**config.mk**
```make
export PLATFORM = sky130hd
export DESIGN_NAME = rv_core
export DESIGN_NICKNAME = d
export VERILOG_FILES = /design/src/verilog/rv_isa_pkg.sv /design/src/verilog/rv_pipe_pkg.sv /design/src/verilog/rv_fetch.sv /design/src/verilog/rv_regfile.sv /design/src/verilog/rv_decode.sv /design/src/verilog/rv_hazard.sv /design/src/verilog/rv_execute.sv /design/src/verilog/rv_mem_wb.sv /design/src/verilog/rv_core.sv
export SDC_FILE = /design/constraint.sdc
export NUM_CORES = 2
export LEC_CHECK = 0
export ABC_AREA = 1
export BUFFER_PORTS_ARGS = -buffer_cell sky130_fd_sc_hd__buf_2
export CORE_MARGIN = 10
export CORE_UTILIZATION = 42
export DETAILED_ROUTE_END_ITERATION = 12
export RECOVER_POWER = 50
export SLEW_MARGIN = 10
export SYNTH_ARGS = -nofsm -noshare
export SYNTH_HDL_FRONTEND = slang
export SYNTH_SLANG_ARGS = --single-unit
```
**constraint.sdc**
```tcl
create_clock -name clk -period 5.15 [get_ports clk]
set_input_delay 0.7725 -clock clk [delete_from_list [all_inputs] [get_ports clk]]
set_output_delay 0.7725 -clock clk [all_outputs]
set_load 0.02 [all_outputs]
```
**src/verilog/rv_isa_pkg.sv**
```systemverilog
// rv32i subset ISA: instruction word views, opcodes and funct3 codes
`default_nettype none

package rv_isa_pkg;

	localparam int xlen = 32;

	typedef logic [4:0] reg_addr_t;

	// ------------------------------------------------------------
	// instruction formats, msb first
	// ------------------------------------------------------------
	typedef struct packed {
		logic [6:0] funct7;
		reg_addr_t  rs2;
		reg_addr_t  rs1;
		logic [2:0] funct3;
		reg_addr_t  rd;
		logic [6:0] opcode;
	} r_fmt_t;

	typedef struct packed {
		logic [11:0] imm11_0;
		reg_addr_t   rs1;
		logic [2:0]  funct3;
		reg_addr_t   rd;
		logic [6:0]  opcode;
	} i_fmt_t;

	typedef struct packed {
		logic [6:0] imm11_5;
		reg_addr_t  rs2;
		reg_addr_t  rs1;
		logic [2:0] funct3;
		logic [4:0] imm4_0;
		logic [6:0] opcode;
	} s_fmt_t;

	typedef struct packed {
		logic       imm12;
		logic [5:0] imm10_5;
		reg_addr_t  rs2;
		reg_addr_t  rs1;
		logic [2:0] funct3;
		logic [3:0] imm4_1;
		logic       imm11;
		logic [6:0] opcode;
	} b_fmt_t;

	// one word, read through whichever format the opcode selects
	typedef union packed {
		r_fmt_t r_fmt;
		i_fmt_t i_fmt;
		s_fmt_t s_fmt;
		b_fmt_t b_fmt;
	} instr_t;

	localparam logic [6:0] op_r      = 7'b0110011;
	localparam logic [6:0] op_imm    = 7'b0010011;
	localparam logic [6:0] op_load   = 7'b0000011;
	localparam logic [6:0] op_store  = 7'b0100011;
	localparam logic [6:0] op_branch = 7'b1100011;

	localparam logic [2:0] f3_add = 3'b000;
	localparam logic [2:0] f3_slt = 3'b010;
	localparam logic [2:0] f3_or  = 3'b110;
	localparam logic [2:0] f3_and = 3'b111;
	localparam logic [2:0] f3_beq = 3'b000;
	localparam logic [2:0] f3_bne = 3'b001;

	// addi x0, x0, 0
	localparam logic [xlen-1:0] nop_word = 32'h0000_0013;

endpackage

`default_nettype wire

```
**src/verilog/rv_pipe_pkg.sv**
```systemverilog
// pipeline records: stage registers, ALU ops, forwarding and data port
`default_nettype none

package rv_pipe_pkg;

	import rv_isa_pkg::*;

	typedef enum logic [2:0] {
		alu_add = 3'd0,
		alu_sub = 3'd1,
		alu_and = 3'd2,
		alu_or  = 3'd3,
		alu_slt = 3'd4
	} alu_op_t;

	typedef struct packed {
		logic    regwrite;
		logic    memread;
		logic    memwrite;
		logic    branch;
		logic    branch_ne;
		logic    alusrc;
		alu_op_t alu_op;
	} ctrl_t;

	// ------------------------------------------------------------
	// stage registers
	// ------------------------------------------------------------
	typedef struct packed {
		logic [xlen-1:0] pc;
		instr_t          instr;
	} if_id_t;

	typedef struct packed {
		ctrl_t           ctrl;
		logic [xlen-1:0] pc;
		logic [xlen-1:0] rs1_data;
		logic [xlen-1:0] rs2_data;
		logic [xlen-1:0] imm;
		reg_addr_t       rs1;
		reg_addr_t       rs2;
		reg_addr_t       rd;
	} id_ex_t;

	typedef struct packed {
		logic            regwrite;
		logic            memread;
		logic            memwrite;
		logic [xlen-1:0] alu_result;
		logic [xlen-1:0] store_data;
		reg_addr_t       rd;
	} ex_mem_t;

	typedef struct packed {
		logic            regwrite;
		logic            memread;
		logic [xlen-1:0] alu_result;
		logic [xlen-1:0] load_data;
		reg_addr_t       rd;
	} mem_wb_t;

	typedef enum logic [1:0] {
		fwd_none = 2'b00,
		fwd_wb   = 2'b01,
		fwd_mem  = 2'b10
	} fwd_sel_t;

	// word addressed
	typedef struct packed {
		logic            ren;
		logic            wen;
		logic [xlen-3:0] addr;
		logic [xlen-1:0] wdata;
	} dmem_req_t;

	typedef struct packed {
		logic            regwrite;
		reg_addr_t       rd;
		logic [xlen-1:0] data;
	} wb_t;

endpackage

`default_nettype wire

```
**src/verilog/rv_fetch.sv**
```systemverilog
// fetch stage: program counter and if/id register with hold and flush
`timescale 1ns/1ns
`default_nettype none

module rv_fetch import rv_isa_pkg::*, rv_pipe_pkg::*; (
	input  logic            clk,
	input  logic            rst_n,
	input  logic            stall,
	input  logic            load_use,
	input  logic            branch_taken,
	input  logic [xlen-1:0] branch_target,
	output logic [xlen-3:0] imem_addr,
	input  instr_t          imem_data,
	output if_id_t          if_id
);

	logic [xlen-1:0] pc;

	assign imem_addr = pc[xlen-1:2];

	always_ff @(posedge clk) begin
		if (!rst_n) begin
			pc          <= '0;
			if_id.pc    <= '0;
			if_id.instr <= nop_word;
		end else if (!stall) begin
			if (branch_taken) begin
				// redirect, drop the instruction fetched behind the branch
				pc          <= branch_target;
				if_id.pc    <= '0;
				if_id.instr <= nop_word;
			end else if (!load_use) begin
				pc          <= pc + 32'd4;
				if_id.pc    <= pc;
				if_id.instr <= imem_data;
			end
		end
	end

endmodule

`default_nettype wire

```
**src/verilog/rv_regfile.sv**
```systemverilog
// register file: 32 x 32, x0 hardwired, write-through on read
`timescale 1ns/1ns
`default_nettype none

module rv_regfile import rv_isa_pkg::*, rv_pipe_pkg::*; (
	input  logic            clk,
	input  logic            rst_n,
	input  reg_addr_t       rs1,
	input  reg_addr_t       rs2,
	output logic [xlen-1:0] rs1_data,
	output logic [xlen-1:0] rs2_data,
	input  wb_t             wb
);

	logic [xlen-1:0] regs [32];

	always_ff @(posedge clk) begin
		if (!rst_n) begin
			for (int i = 0; i < 32; i++) begin
				regs[i] <= '0;
			end
		end else if (wb.regwrite && wb.rd != '0) begin
			regs[wb.rd] <= wb.data;
		end
	end

	// same-cycle writeback bypasses the array
	assign rs1_data = (rs1 == '0) ? '0 :
		(wb.regwrite && wb.rd == rs1) ? wb.data : regs[rs1];
	assign rs2_data = (rs2 == '0) ? '0 :
		(wb.regwrite && wb.rd == rs2) ? wb.data : regs[rs2];

endmodule

`default_nettype wire

```
**src/verilog/rv_decode.sv**
```systemverilog
// decode stage: control decode, immediate build and id/ex register
`timescale 1ns/1ns
`default_nettype none

module rv_decode import rv_isa_pkg::*, rv_pipe_pkg::*; (
	input  logic   clk,
	input  logic   rst_n,
	input  logic   stall,
	input  logic   load_use,
	input  logic   branch_taken,
	input  if_id_t if_id,
	input  wb_t    wb,
	output id_ex_t id_ex
);

	instr_t          instr;
	ctrl_t           ctrl;
	logic [xlen-1:0] imm;
	logic [xlen-1:0] rs1_data;
	logic [xlen-1:0] rs2_data;

	assign instr = if_id.instr;

	rv_regfile u_regfile (
		.clk      (clk),
		.rst_n    (rst_n),
		.rs1      (instr.r_fmt.rs1),
		.rs2      (instr.r_fmt.rs2),
		.rs1_data (rs1_data),
		.rs2_data (rs2_data),
		.wb       (wb)
	);

	// shared by R and I ALU ops, sub only exists for R
	function automatic alu_op_t alu_decode(input logic [2:0] f3, input logic sub);
		case (f3)
			f3_add:  return sub ? alu_sub : alu_add;
			f3_slt:  return alu_slt;
			f3_or:   return alu_or;
			f3_and:  return alu_and;
			default: return alu_add;
		endcase
	endfunction

	// ------------------------------------------------------------
	// control
	// ------------------------------------------------------------
	always_comb begin
		ctrl = '0;
		case (instr.r_fmt.opcode)
			op_r: begin
				ctrl.regwrite = 1'b1;
				ctrl.alu_op   = alu_decode(instr.r_fmt.funct3, instr.r_fmt.funct7[5]);
			end
			op_imm: begin
				ctrl.regwrite = 1'b1;
				ctrl.alusrc   = 1'b1;
				ctrl.alu_op   = alu_decode(instr.i_fmt.funct3, 1'b0);
			end
			op_load: begin
				ctrl.regwrite = 1'b1;
				ctrl.memread  = 1'b1;
				ctrl.alusrc   = 1'b1;
			end
			op_store: begin
				ctrl.memwrite = 1'b1;
				ctrl.alusrc   = 1'b1;
			end
			op_branch: begin
				ctrl.branch    = (instr.b_fmt.funct3 == f3_beq) || (instr.b_fmt.funct3 == f3_bne);
				ctrl.branch_ne = (instr.b_fmt.funct3 == f3_bne);
			end
			default: ctrl = '0;
		endcase
	end

	// sign-extended immediate per format
	always_comb begin
		case (instr.r_fmt.opcode)
			op_store: imm = {{20{instr.s_fmt.imm11_5[6]}}, instr.s_fmt.imm11_5,
				instr.s_fmt.imm4_0};
			op_branch: imm = {{19{instr.b_fmt.imm12}}, instr.b_fmt.imm12, instr.b_fmt.imm11,
				instr.b_fmt.imm10_5, instr.b_fmt.imm4_1, 1'b0};
			default: imm = {{20{instr.i_fmt.imm11_0[11]}}, instr.i_fmt.imm11_0};
		endcase
	end

	always_ff @(posedge clk) begin
		if (!rst_n) begin
			id_ex <= '0;
		end else if (!stall) begin
			if (load_use || branch_taken) begin
				id_ex.ctrl <= '0;
			end else begin
				id_ex.ctrl <= ctrl;
			end
			id_ex.pc       <= if_id.pc;
			id_ex.rs1_data <= rs1_data;
			id_ex.rs2_data <= rs2_data;
			id_ex.imm      <= imm;
			id_ex.rs1      <= instr.r_fmt.rs1;
			id_ex.rs2      <= instr.r_fmt.rs2;
			id_ex.rd       <= instr.r_fmt.rd;
		end
	end

endmodule

`default_nettype wire

```
**src/verilog/rv_hazard.sv**
```systemverilog
// hazard unit: load-use detect and forwarding select for execute operands
`timescale 1ns/1ns
`default_nettype none

module rv_hazard import rv_isa_pkg::*, rv_pipe_pkg::*; (
	input  if_id_t   if_id,
	input  id_ex_t   id_ex,
	input  ex_mem_t  ex_mem,
	input  wb_t      wb,
	output logic     load_use,
	output fwd_sel_t fwd_a,
	output fwd_sel_t fwd_b
);

	instr_t instr;
	logic   uses_rs2;

	assign instr = if_id.instr;

	// I-type and loads carry immediate bits in the rs2 field
	assign uses_rs2 = (instr.r_fmt.opcode != op_imm) && (instr.r_fmt.opcode != op_load);

	assign load_use = id_ex.ctrl.memread && (id_ex.rd != '0) &&
		((id_ex.rd == instr.r_fmt.rs1) || (uses_rs2 && id_ex.rd == instr.r_fmt.rs2));

	// newest producer wins
	function automatic fwd_sel_t fwd_pick(input reg_addr_t src, input ex_mem_t mem, input wb_t w);
		if (mem.regwrite && mem.rd != '0 && mem.rd == src) begin
			return fwd_mem;
		end else if (w.regwrite && w.rd != '0 && w.rd == src) begin
			return fwd_wb;
		end
		return fwd_none;
	endfunction

	assign fwd_a = fwd_pick(id_ex.rs1, ex_mem, wb);
	assign fwd_b = fwd_pick(id_ex.rs2, ex_mem, wb);

endmodule

`default_nettype wire

```
**src/verilog/rv_execute.sv**
```systemverilog
// execute stage: operand forwarding, ALU, branch resolve and ex/mem register
`timescale 1ns/1ns
`default_nettype none

module rv_execute import rv_isa_pkg::*, rv_pipe_pkg::*; (
	input  logic            clk,
	input  logic            rst_n,
	input  logic            stall,
	input  id_ex_t          id_ex,
	input  fwd_sel_t        fwd_a,
	input  fwd_sel_t        fwd_b,
	input  logic [xlen-1:0] mem_result,
	input  wb_t             wb,
	output ex_mem_t         ex_mem,
	output logic            branch_taken,
	output logic [xlen-1:0] branch_target
);

	logic [xlen-1:0] a_val;
	logic [xlen-1:0] b_val;
	logic [xlen-1:0] alu_b;
	logic [xlen-1:0] alu_y;

	function automatic logic [xlen-1:0] operand(input fwd_sel_t sel, input logic [xlen-1:0] rf,
			input logic [xlen-1:0] from_mem, input logic [xlen-1:0] from_wb);
		case (sel)
			fwd_mem: return from_mem;
			fwd_wb:  return from_wb;
			default: return rf;
		endcase
	endfunction

	assign a_val = operand(fwd_a, id_ex.rs1_data, mem_result, wb.data);
	assign b_val = operand(fwd_b, id_ex.rs2_data, mem_result, wb.data);
	// store data keeps the forwarded rs2, not the immediate
	assign alu_b = id_ex.ctrl.alusrc ? id_ex.imm : b_val;

	always_comb begin
		case (id_ex.ctrl.alu_op)
			alu_sub: alu_y = a_val - alu_b;
			alu_and: alu_y = a_val & alu_b;
			alu_or:  alu_y = a_val | alu_b;
			alu_slt: alu_y = {{(xlen-1){1'b0}}, $signed(a_val) < $signed(alu_b)};
			default: alu_y = a_val + alu_b;
		endcase
	end

	assign branch_taken  = id_ex.ctrl.branch && ((a_val == b_val) != id_ex.ctrl.branch_ne);
	assign branch_target = id_ex.pc + id_ex.imm;

	always_ff @(posedge clk) begin
		if (!rst_n) begin
			ex_mem <= '0;
		end else if (!stall) begin
			ex_mem.regwrite   <= id_ex.ctrl.regwrite;
			ex_mem.memread    <= id_ex.ctrl.memread;
			ex_mem.memwrite   <= id_ex.ctrl.memwrite;
			ex_mem.alu_result <= alu_y;
			ex_mem.store_data <= b_val;
			ex_mem.rd         <= id_ex.rd;
		end
	end

endmodule

`default_nettype wire

```
**src/verilog/rv_mem_wb.sv**
```systemverilog
// memory and writeback: data port drive, mem/wb register, result select
`timescale 1ns/1ns
`default_nettype none

module rv_mem_wb import rv_isa_pkg::*, rv_pipe_pkg::*; (
	input  logic            clk,
	input  logic            rst_n,
	input  logic            stall,
	input  ex_mem_t         ex_mem,
	output dmem_req_t       dmem,
	input  logic [xlen-1:0] dmem_rdata,
	output logic [xlen-1:0] mem_result,
	output wb_t             wb
);

	mem_wb_t mem_wb;

	// request stays put while stalled since ex_mem holds
	assign dmem.ren   = ex_mem.memread;
	assign dmem.wen   = ex_mem.memwrite;
	assign dmem.addr  = ex_mem.alu_result[xlen-1:2];
	assign dmem.wdata = ex_mem.store_data;

	assign mem_result = ex_mem.alu_result;

	always_ff @(posedge clk) begin
		if (!rst_n) begin
			mem_wb <= '0;
		end else if (!stall) begin
			mem_wb.regwrite   <= ex_mem.regwrite;
			mem_wb.memread    <= ex_mem.memread;
			mem_wb.alu_result <= ex_mem.alu_result;
			mem_wb.load_data  <= dmem_rdata;
			mem_wb.rd         <= ex_mem.rd;
		end
	end

	assign wb.regwrite = mem_wb.regwrite;
	assign wb.rd       = mem_wb.rd;
	assign wb.data     = mem_wb.memread ? mem_wb.load_data : mem_wb.alu_result;

endmodule

`default_nettype wire

```
**src/verilog/rv_core.sv**
```systemverilog
// five-stage rv32i subset core, stage interconnect
`timescale 1ns/1ns
`default_nettype none

module rv_core import rv_isa_pkg::*, rv_pipe_pkg::*; (
	input  logic            clk,
	input  logic            rst_n,
	output logic [xlen-3:0] imem_addr,
	input  instr_t          imem_data,
	output dmem_req_t       dmem,
	input  logic [xlen-1:0] dmem_rdata,
	input  logic            dmem_stall
);

	if_id_t          if_id;
	id_ex_t          id_ex;
	ex_mem_t         ex_mem;
	wb_t             wb;
	logic            load_use;
	logic            branch_taken;
	logic [xlen-1:0] branch_target;
	logic [xlen-1:0] mem_result;
	fwd_sel_t        fwd_a;
	fwd_sel_t        fwd_b;

	rv_fetch u_fetch (
		.clk(clk), .rst_n(rst_n), .stall(dmem_stall), .load_use(load_use),
		.branch_taken(branch_taken), .branch_target(branch_target),
		.imem_addr(imem_addr), .imem_data(imem_data), .if_id(if_id)
	);

	rv_decode u_decode (
		.clk(clk), .rst_n(rst_n), .stall(dmem_stall), .load_use(load_use),
		.branch_taken(branch_taken), .if_id(if_id), .wb(wb), .id_ex(id_ex)
	);

	rv_hazard u_hazard (
		.if_id(if_id), .id_ex(id_ex), .ex_mem(ex_mem), .wb(wb),
		.load_use(load_use), .fwd_a(fwd_a), .fwd_b(fwd_b)
	);

	rv_execute u_execute (
		.clk(clk), .rst_n(rst_n), .stall(dmem_stall), .id_ex(id_ex),
		.fwd_a(fwd_a), .fwd_b(fwd_b), .mem_result(mem_result), .wb(wb),
		.ex_mem(ex_mem), .branch_taken(branch_taken), .branch_target(branch_target)
	);

	rv_mem_wb u_mem_wb (
		.clk(clk), .rst_n(rst_n), .stall(dmem_stall), .ex_mem(ex_mem),
		.dmem(dmem), .dmem_rdata(dmem_rdata), .mem_result(mem_result), .wb(wb)
	);

endmodule

`default_nettype wire

```
==> flow_summary.yaml <==
timing:
  setup_repair_after_global_routing_missed_its_margin: "false"
  slew_headroom_pct: -148
  worst_case_clock_skew_ns: 0.0335
  final_max_slew_viol_count: 1300
  setup_viol: 0
  fmax_ghz: 0.200
  min_clock_period_post_route_ns: 5.01
  setup-tns-final_ns: 0
  final-hold-violation-count: 0
  worst_slew_pin_slew_ns: 3.72
  timing.final.ws_setup_ns: 0.142
  post-route-period-util_pct: 97.2
run_status:
  result_of_the_run: "finished, violations left"
  violations_in_the_final_reports: "capacitance limit, slew limit"
synthesis:
  synth.cell_area_um2: 79900
  ys_warn_count: 0
  yosys_register_bits: 1406
  synth_edf_count: 1024
  async_flop_share_pct: 0
  synth_ff_type: "sky130_fd_sc_hd__edfxtp_1"
  synth.distinct_cells: 52
  synth.yosys.seq_area_share_pct: 48.0
  syn_inst: 10100
  synthesis.area_per_instance_um2: 7.90
routing:
  drt-pass1-iter-count: 8
  drt_drc_violations_left: 0
  drtIter0Drc: 9477
  via_count: 74100
  vias_per_cell: 5.96
  wire_per_inst_um: 24.3
  ant_nets: 0
  routed_wl_mm: 303
worst_setup_path:
  r2r_start: "u_mem_wb.wb[36]$_SDFFE_PN0N_"
  crit_path_start_kind: "input port"
  arrival_ns: 5.54
  reg2reg_slack_ns: 0.39
  setup.worst_path.class: "in2reg"
  worstSetupEndpointType: "flip-flop"
  worst-r2r-cell-count: 10
  path_max_fanout: 68
  worst_ep_required_time_ns: 5.68
  regToRegEndpoint: "u_decode.u_regfile.regs[13][22]$_SDFFCE_PN0P_"
placed_design:
  dpl.hpwl_mm: 196
  gp_congestion: 0.962
  setup_ws_pre_cts_ns: 0.358
  port_buffers: 160
cts:
  clock_tree_from_tritoncts: "built"
  number_of_buffers_added_by_the_clock_tree_synthesis_step: 162
  post_cts.repair.setup_buffers: 0
  clk_path_buf_depth: 3
  cts_clock_pin_slew_for_the_worst_setup_and_hold_paths_ns: 0.06
  clkLatencyLatePin_ns: 0.84
  cts.sink_count: 1406
  cts_max_level: 4
  clockRootBuffer: "sky130_fd_sc_hd__clkbuf_16"
power_and_ir_drop:
  power.ir.vdd_worst_uv: 333
  report.power.total_mw: 29.9
  powerDensity_nw_per_um2: 339
  static_leakage_power_nw: 33.3
layout:
  layout_common_cells: "sky130_fd_sc_hd__nand2_1 (1,433), sky130_fd_sc_hd__nor2_1 (1,343), sky130_fd_sc_hd__a21oi_1 (1,072)"
  layout_commonest_cell: "sky130_fd_sc_hd__nand2_1"
  finalCoreUtilization_pct: 46.5
  final_net_count: 9992
  multi_input_area_um2: 34600
  relative_area_change_from_synthesis_to_final_layout_pct: 10.3
  seq_area_um2: 38400
  drive_gt1_share_pct: 6.78
  fillers: 18500
job:
  drv.max_cap_violation_count: 31
floorplanning:
  initial_utilization_pct: 42.1
  fp.coreArea_um2: 190000
  fp.dieArea_um2: 208000
  floorplan.die.width_um: 456
  die_h_um: 456
  io-pin-count: 161
  std_cell_rows: 160
min_path:
  hold_path_startpoint: "imem_data[0]"
  min_delay_path_depth: 3
  worstHoldEndpoint: "u_fetch.if_id[0]$_SDFFE_PN1P_"
  worstHoldPathType: "in2reg"
grt:
  grt_pass1_wl_mm: 448
  grtUsageTotal_pct: 27.8
  first_global_vias: 69900
  grt_overflow_total: 0
  antenna_violations_before_repair: 7
  grt_max_degree: 147
[logic make-up after synthesis]
| kind of cell | after synthesis | share of synthesized area, % |
|---|---|---|
| and+or+nand+nor | 3894 | 20.5 |
| DFF | 1406 | 48.0 |
| xor gates and xnor gates | 79 | 0.866 |
| other | 1 | 0.00469 |
| adders and majority gates | 131 | 2.08 |
| AOI/OAI and AO/OA | 2728 | 19.1 |
| buffers and inverters | 1876 | 9.40 |
[worst max-delay path: stages]
cell,delay (ns)
sky130_fd_sc_hd__clkbuf_1,0.52
sky130_fd_sc_hd__inv_8,0.59
sky130_fd_sc_hd__nor2_1,0.16
sky130_fd_sc_hd__nand3_1,0.11
sky130_fd_sc_hd__inv_1,0.26
sky130_fd_sc_hd__nand2_1,0.14
sky130_fd_sc_hd__clkbuf_1,1.81
sky130_fd_sc_hd__nand2_2,0.66
sky130_fd_sc_hd__buf_12,0.41
[layer usage]
| metal | global-route usage [%] | vias to the layer above | routed length [um] |
|---|---|---|---|
| met2 | 43.4 | 3783 | 135000 |
| met3 | 4.33 | 719 | 26500 |
| met4 | 14.1 | 4 | 17200 |
| met1 | 37.3 | 35700 | 124000 |
| met5 | 0 | - | 26 |
| li1 | - | 33900 | - |
[where the power goes]
group	switching (mW)	internal [mW]
Combinational	3.99	1.54
Clock	5.00	6.40
Sequential	0.386	12.6
Total	9.38	20.5
[cell type report]
class | count | area share [%]
Clock inverter | 91 | 0.951
Multi-Input combinational cell | 6864 | 39.2
Tap cell | 2511 | 3.56
Clock buffer | 205 | 4.87
Timing Repair Buffer | 440 | 3.84
Sequential cell | 1406 | 43.6
Inverter | 920 | 3.95
Antenna cell | 3 | 0.00851
[worst max path at each step]
stage | startpoint | to | slack (ns)
floorplan | u_mem_wb.wb[34]$_SDFFE_PN0N_ | u_execute.ex_mem[67]$_SDFFE_PN0N_ | 0.77
global placement | u_mem_wb.wb[36]$_SDFFE_PN0N_ | u_execute.ex_mem[37]$_SDFFE_PN0N_ | 0.37
detailed placement | u_mem_wb.wb[36]$_SDFFE_PN0N_ | u_execute.ex_mem[37]$_SDFFE_PN0N_ | 0.36
CTS | u_mem_wb.wb[36]$_SDFFE_PN0N_ | u_execute.ex_mem[67]$_SDFFE_PN0N_ | 0.35
global route | u_execute.ex_mem[0]$_SDFFE_PN0N_ | u_execute.ex_mem[37]$_SDFFE_PN0N_ | 0.001
finish | rst_n | u_decode.u_regfile.regs[13][22]$_SDFFCE_PN0P_ | 0.14
[Yosys cell counts (all sizes together), types with 5 or more instances]
cell type | instances | area share (%)
nand2 | 1458 | 6.9
nor2 | 1348 | 6.3
a21oi | 1075 | 6.7
edfxtp | 1024 | 38
o21ai | 968 | 6.1
inv | 914 | 4.3
nand3 | 862 | 5.4
clkbuf | 724 | 3.4
o211ai | 453 | 4.3
dfxtp | 382 | 9.6
buf | 232 | 1.7
ha | 128 | 2.0
a31oi | 123 | 0.96
nand4 | 96 | 0.75
nand3b | 73 | 0.69
xor2 | 58 | 0.64
nor3 | 37 | 0.24
o221ai | 31 | 0.34
xnor2 | 21 | 0.23
a41oi | 14 | 0.15
o22ai | 13 | 0.10
nor4 | 9 | 0.070
o21a | 9 | 0.085
or2 | 9 | 0.070
a21boi | 7 | 0.066
a221oi | 7 | 0.077
clkinv | 6 | 0.028
a21o | 5 | 0.047
[what timing repair did]
| item | in CTS | in global routing |
|---|---|---|
| resized for setup | 0 | 10 |
| hold buffers | 0 | 0 |
| hold endpoints to repair | 0 | 0 |
| endpoints found under the setup margin | 0 | 10 |
[sequential cells by signal, indices dropped and copies added (netlist names), named ones only]
register and flops:
u_decode.id_ex 133, u_decode.u_regfile.regs 1024, u_execute.ex_mem 72, u_fetch.if_id 64, u_fetch.pc 32, u_mem_wb.mem_wb 65
u_mem_wb.wb 6
[stage by stage]
step	cells	instance area (um^2)	hold WS, ns
finish	12400	88200	0.194
global route	12400	88200	0.173
CTS	12400	88400	0.147
detailed placement	12100	83300	0.450
global placement	12100	83300	0.442
floorplan	10100	80000	0.433
No activity file was read; power rests on OpenSTA's default activity.
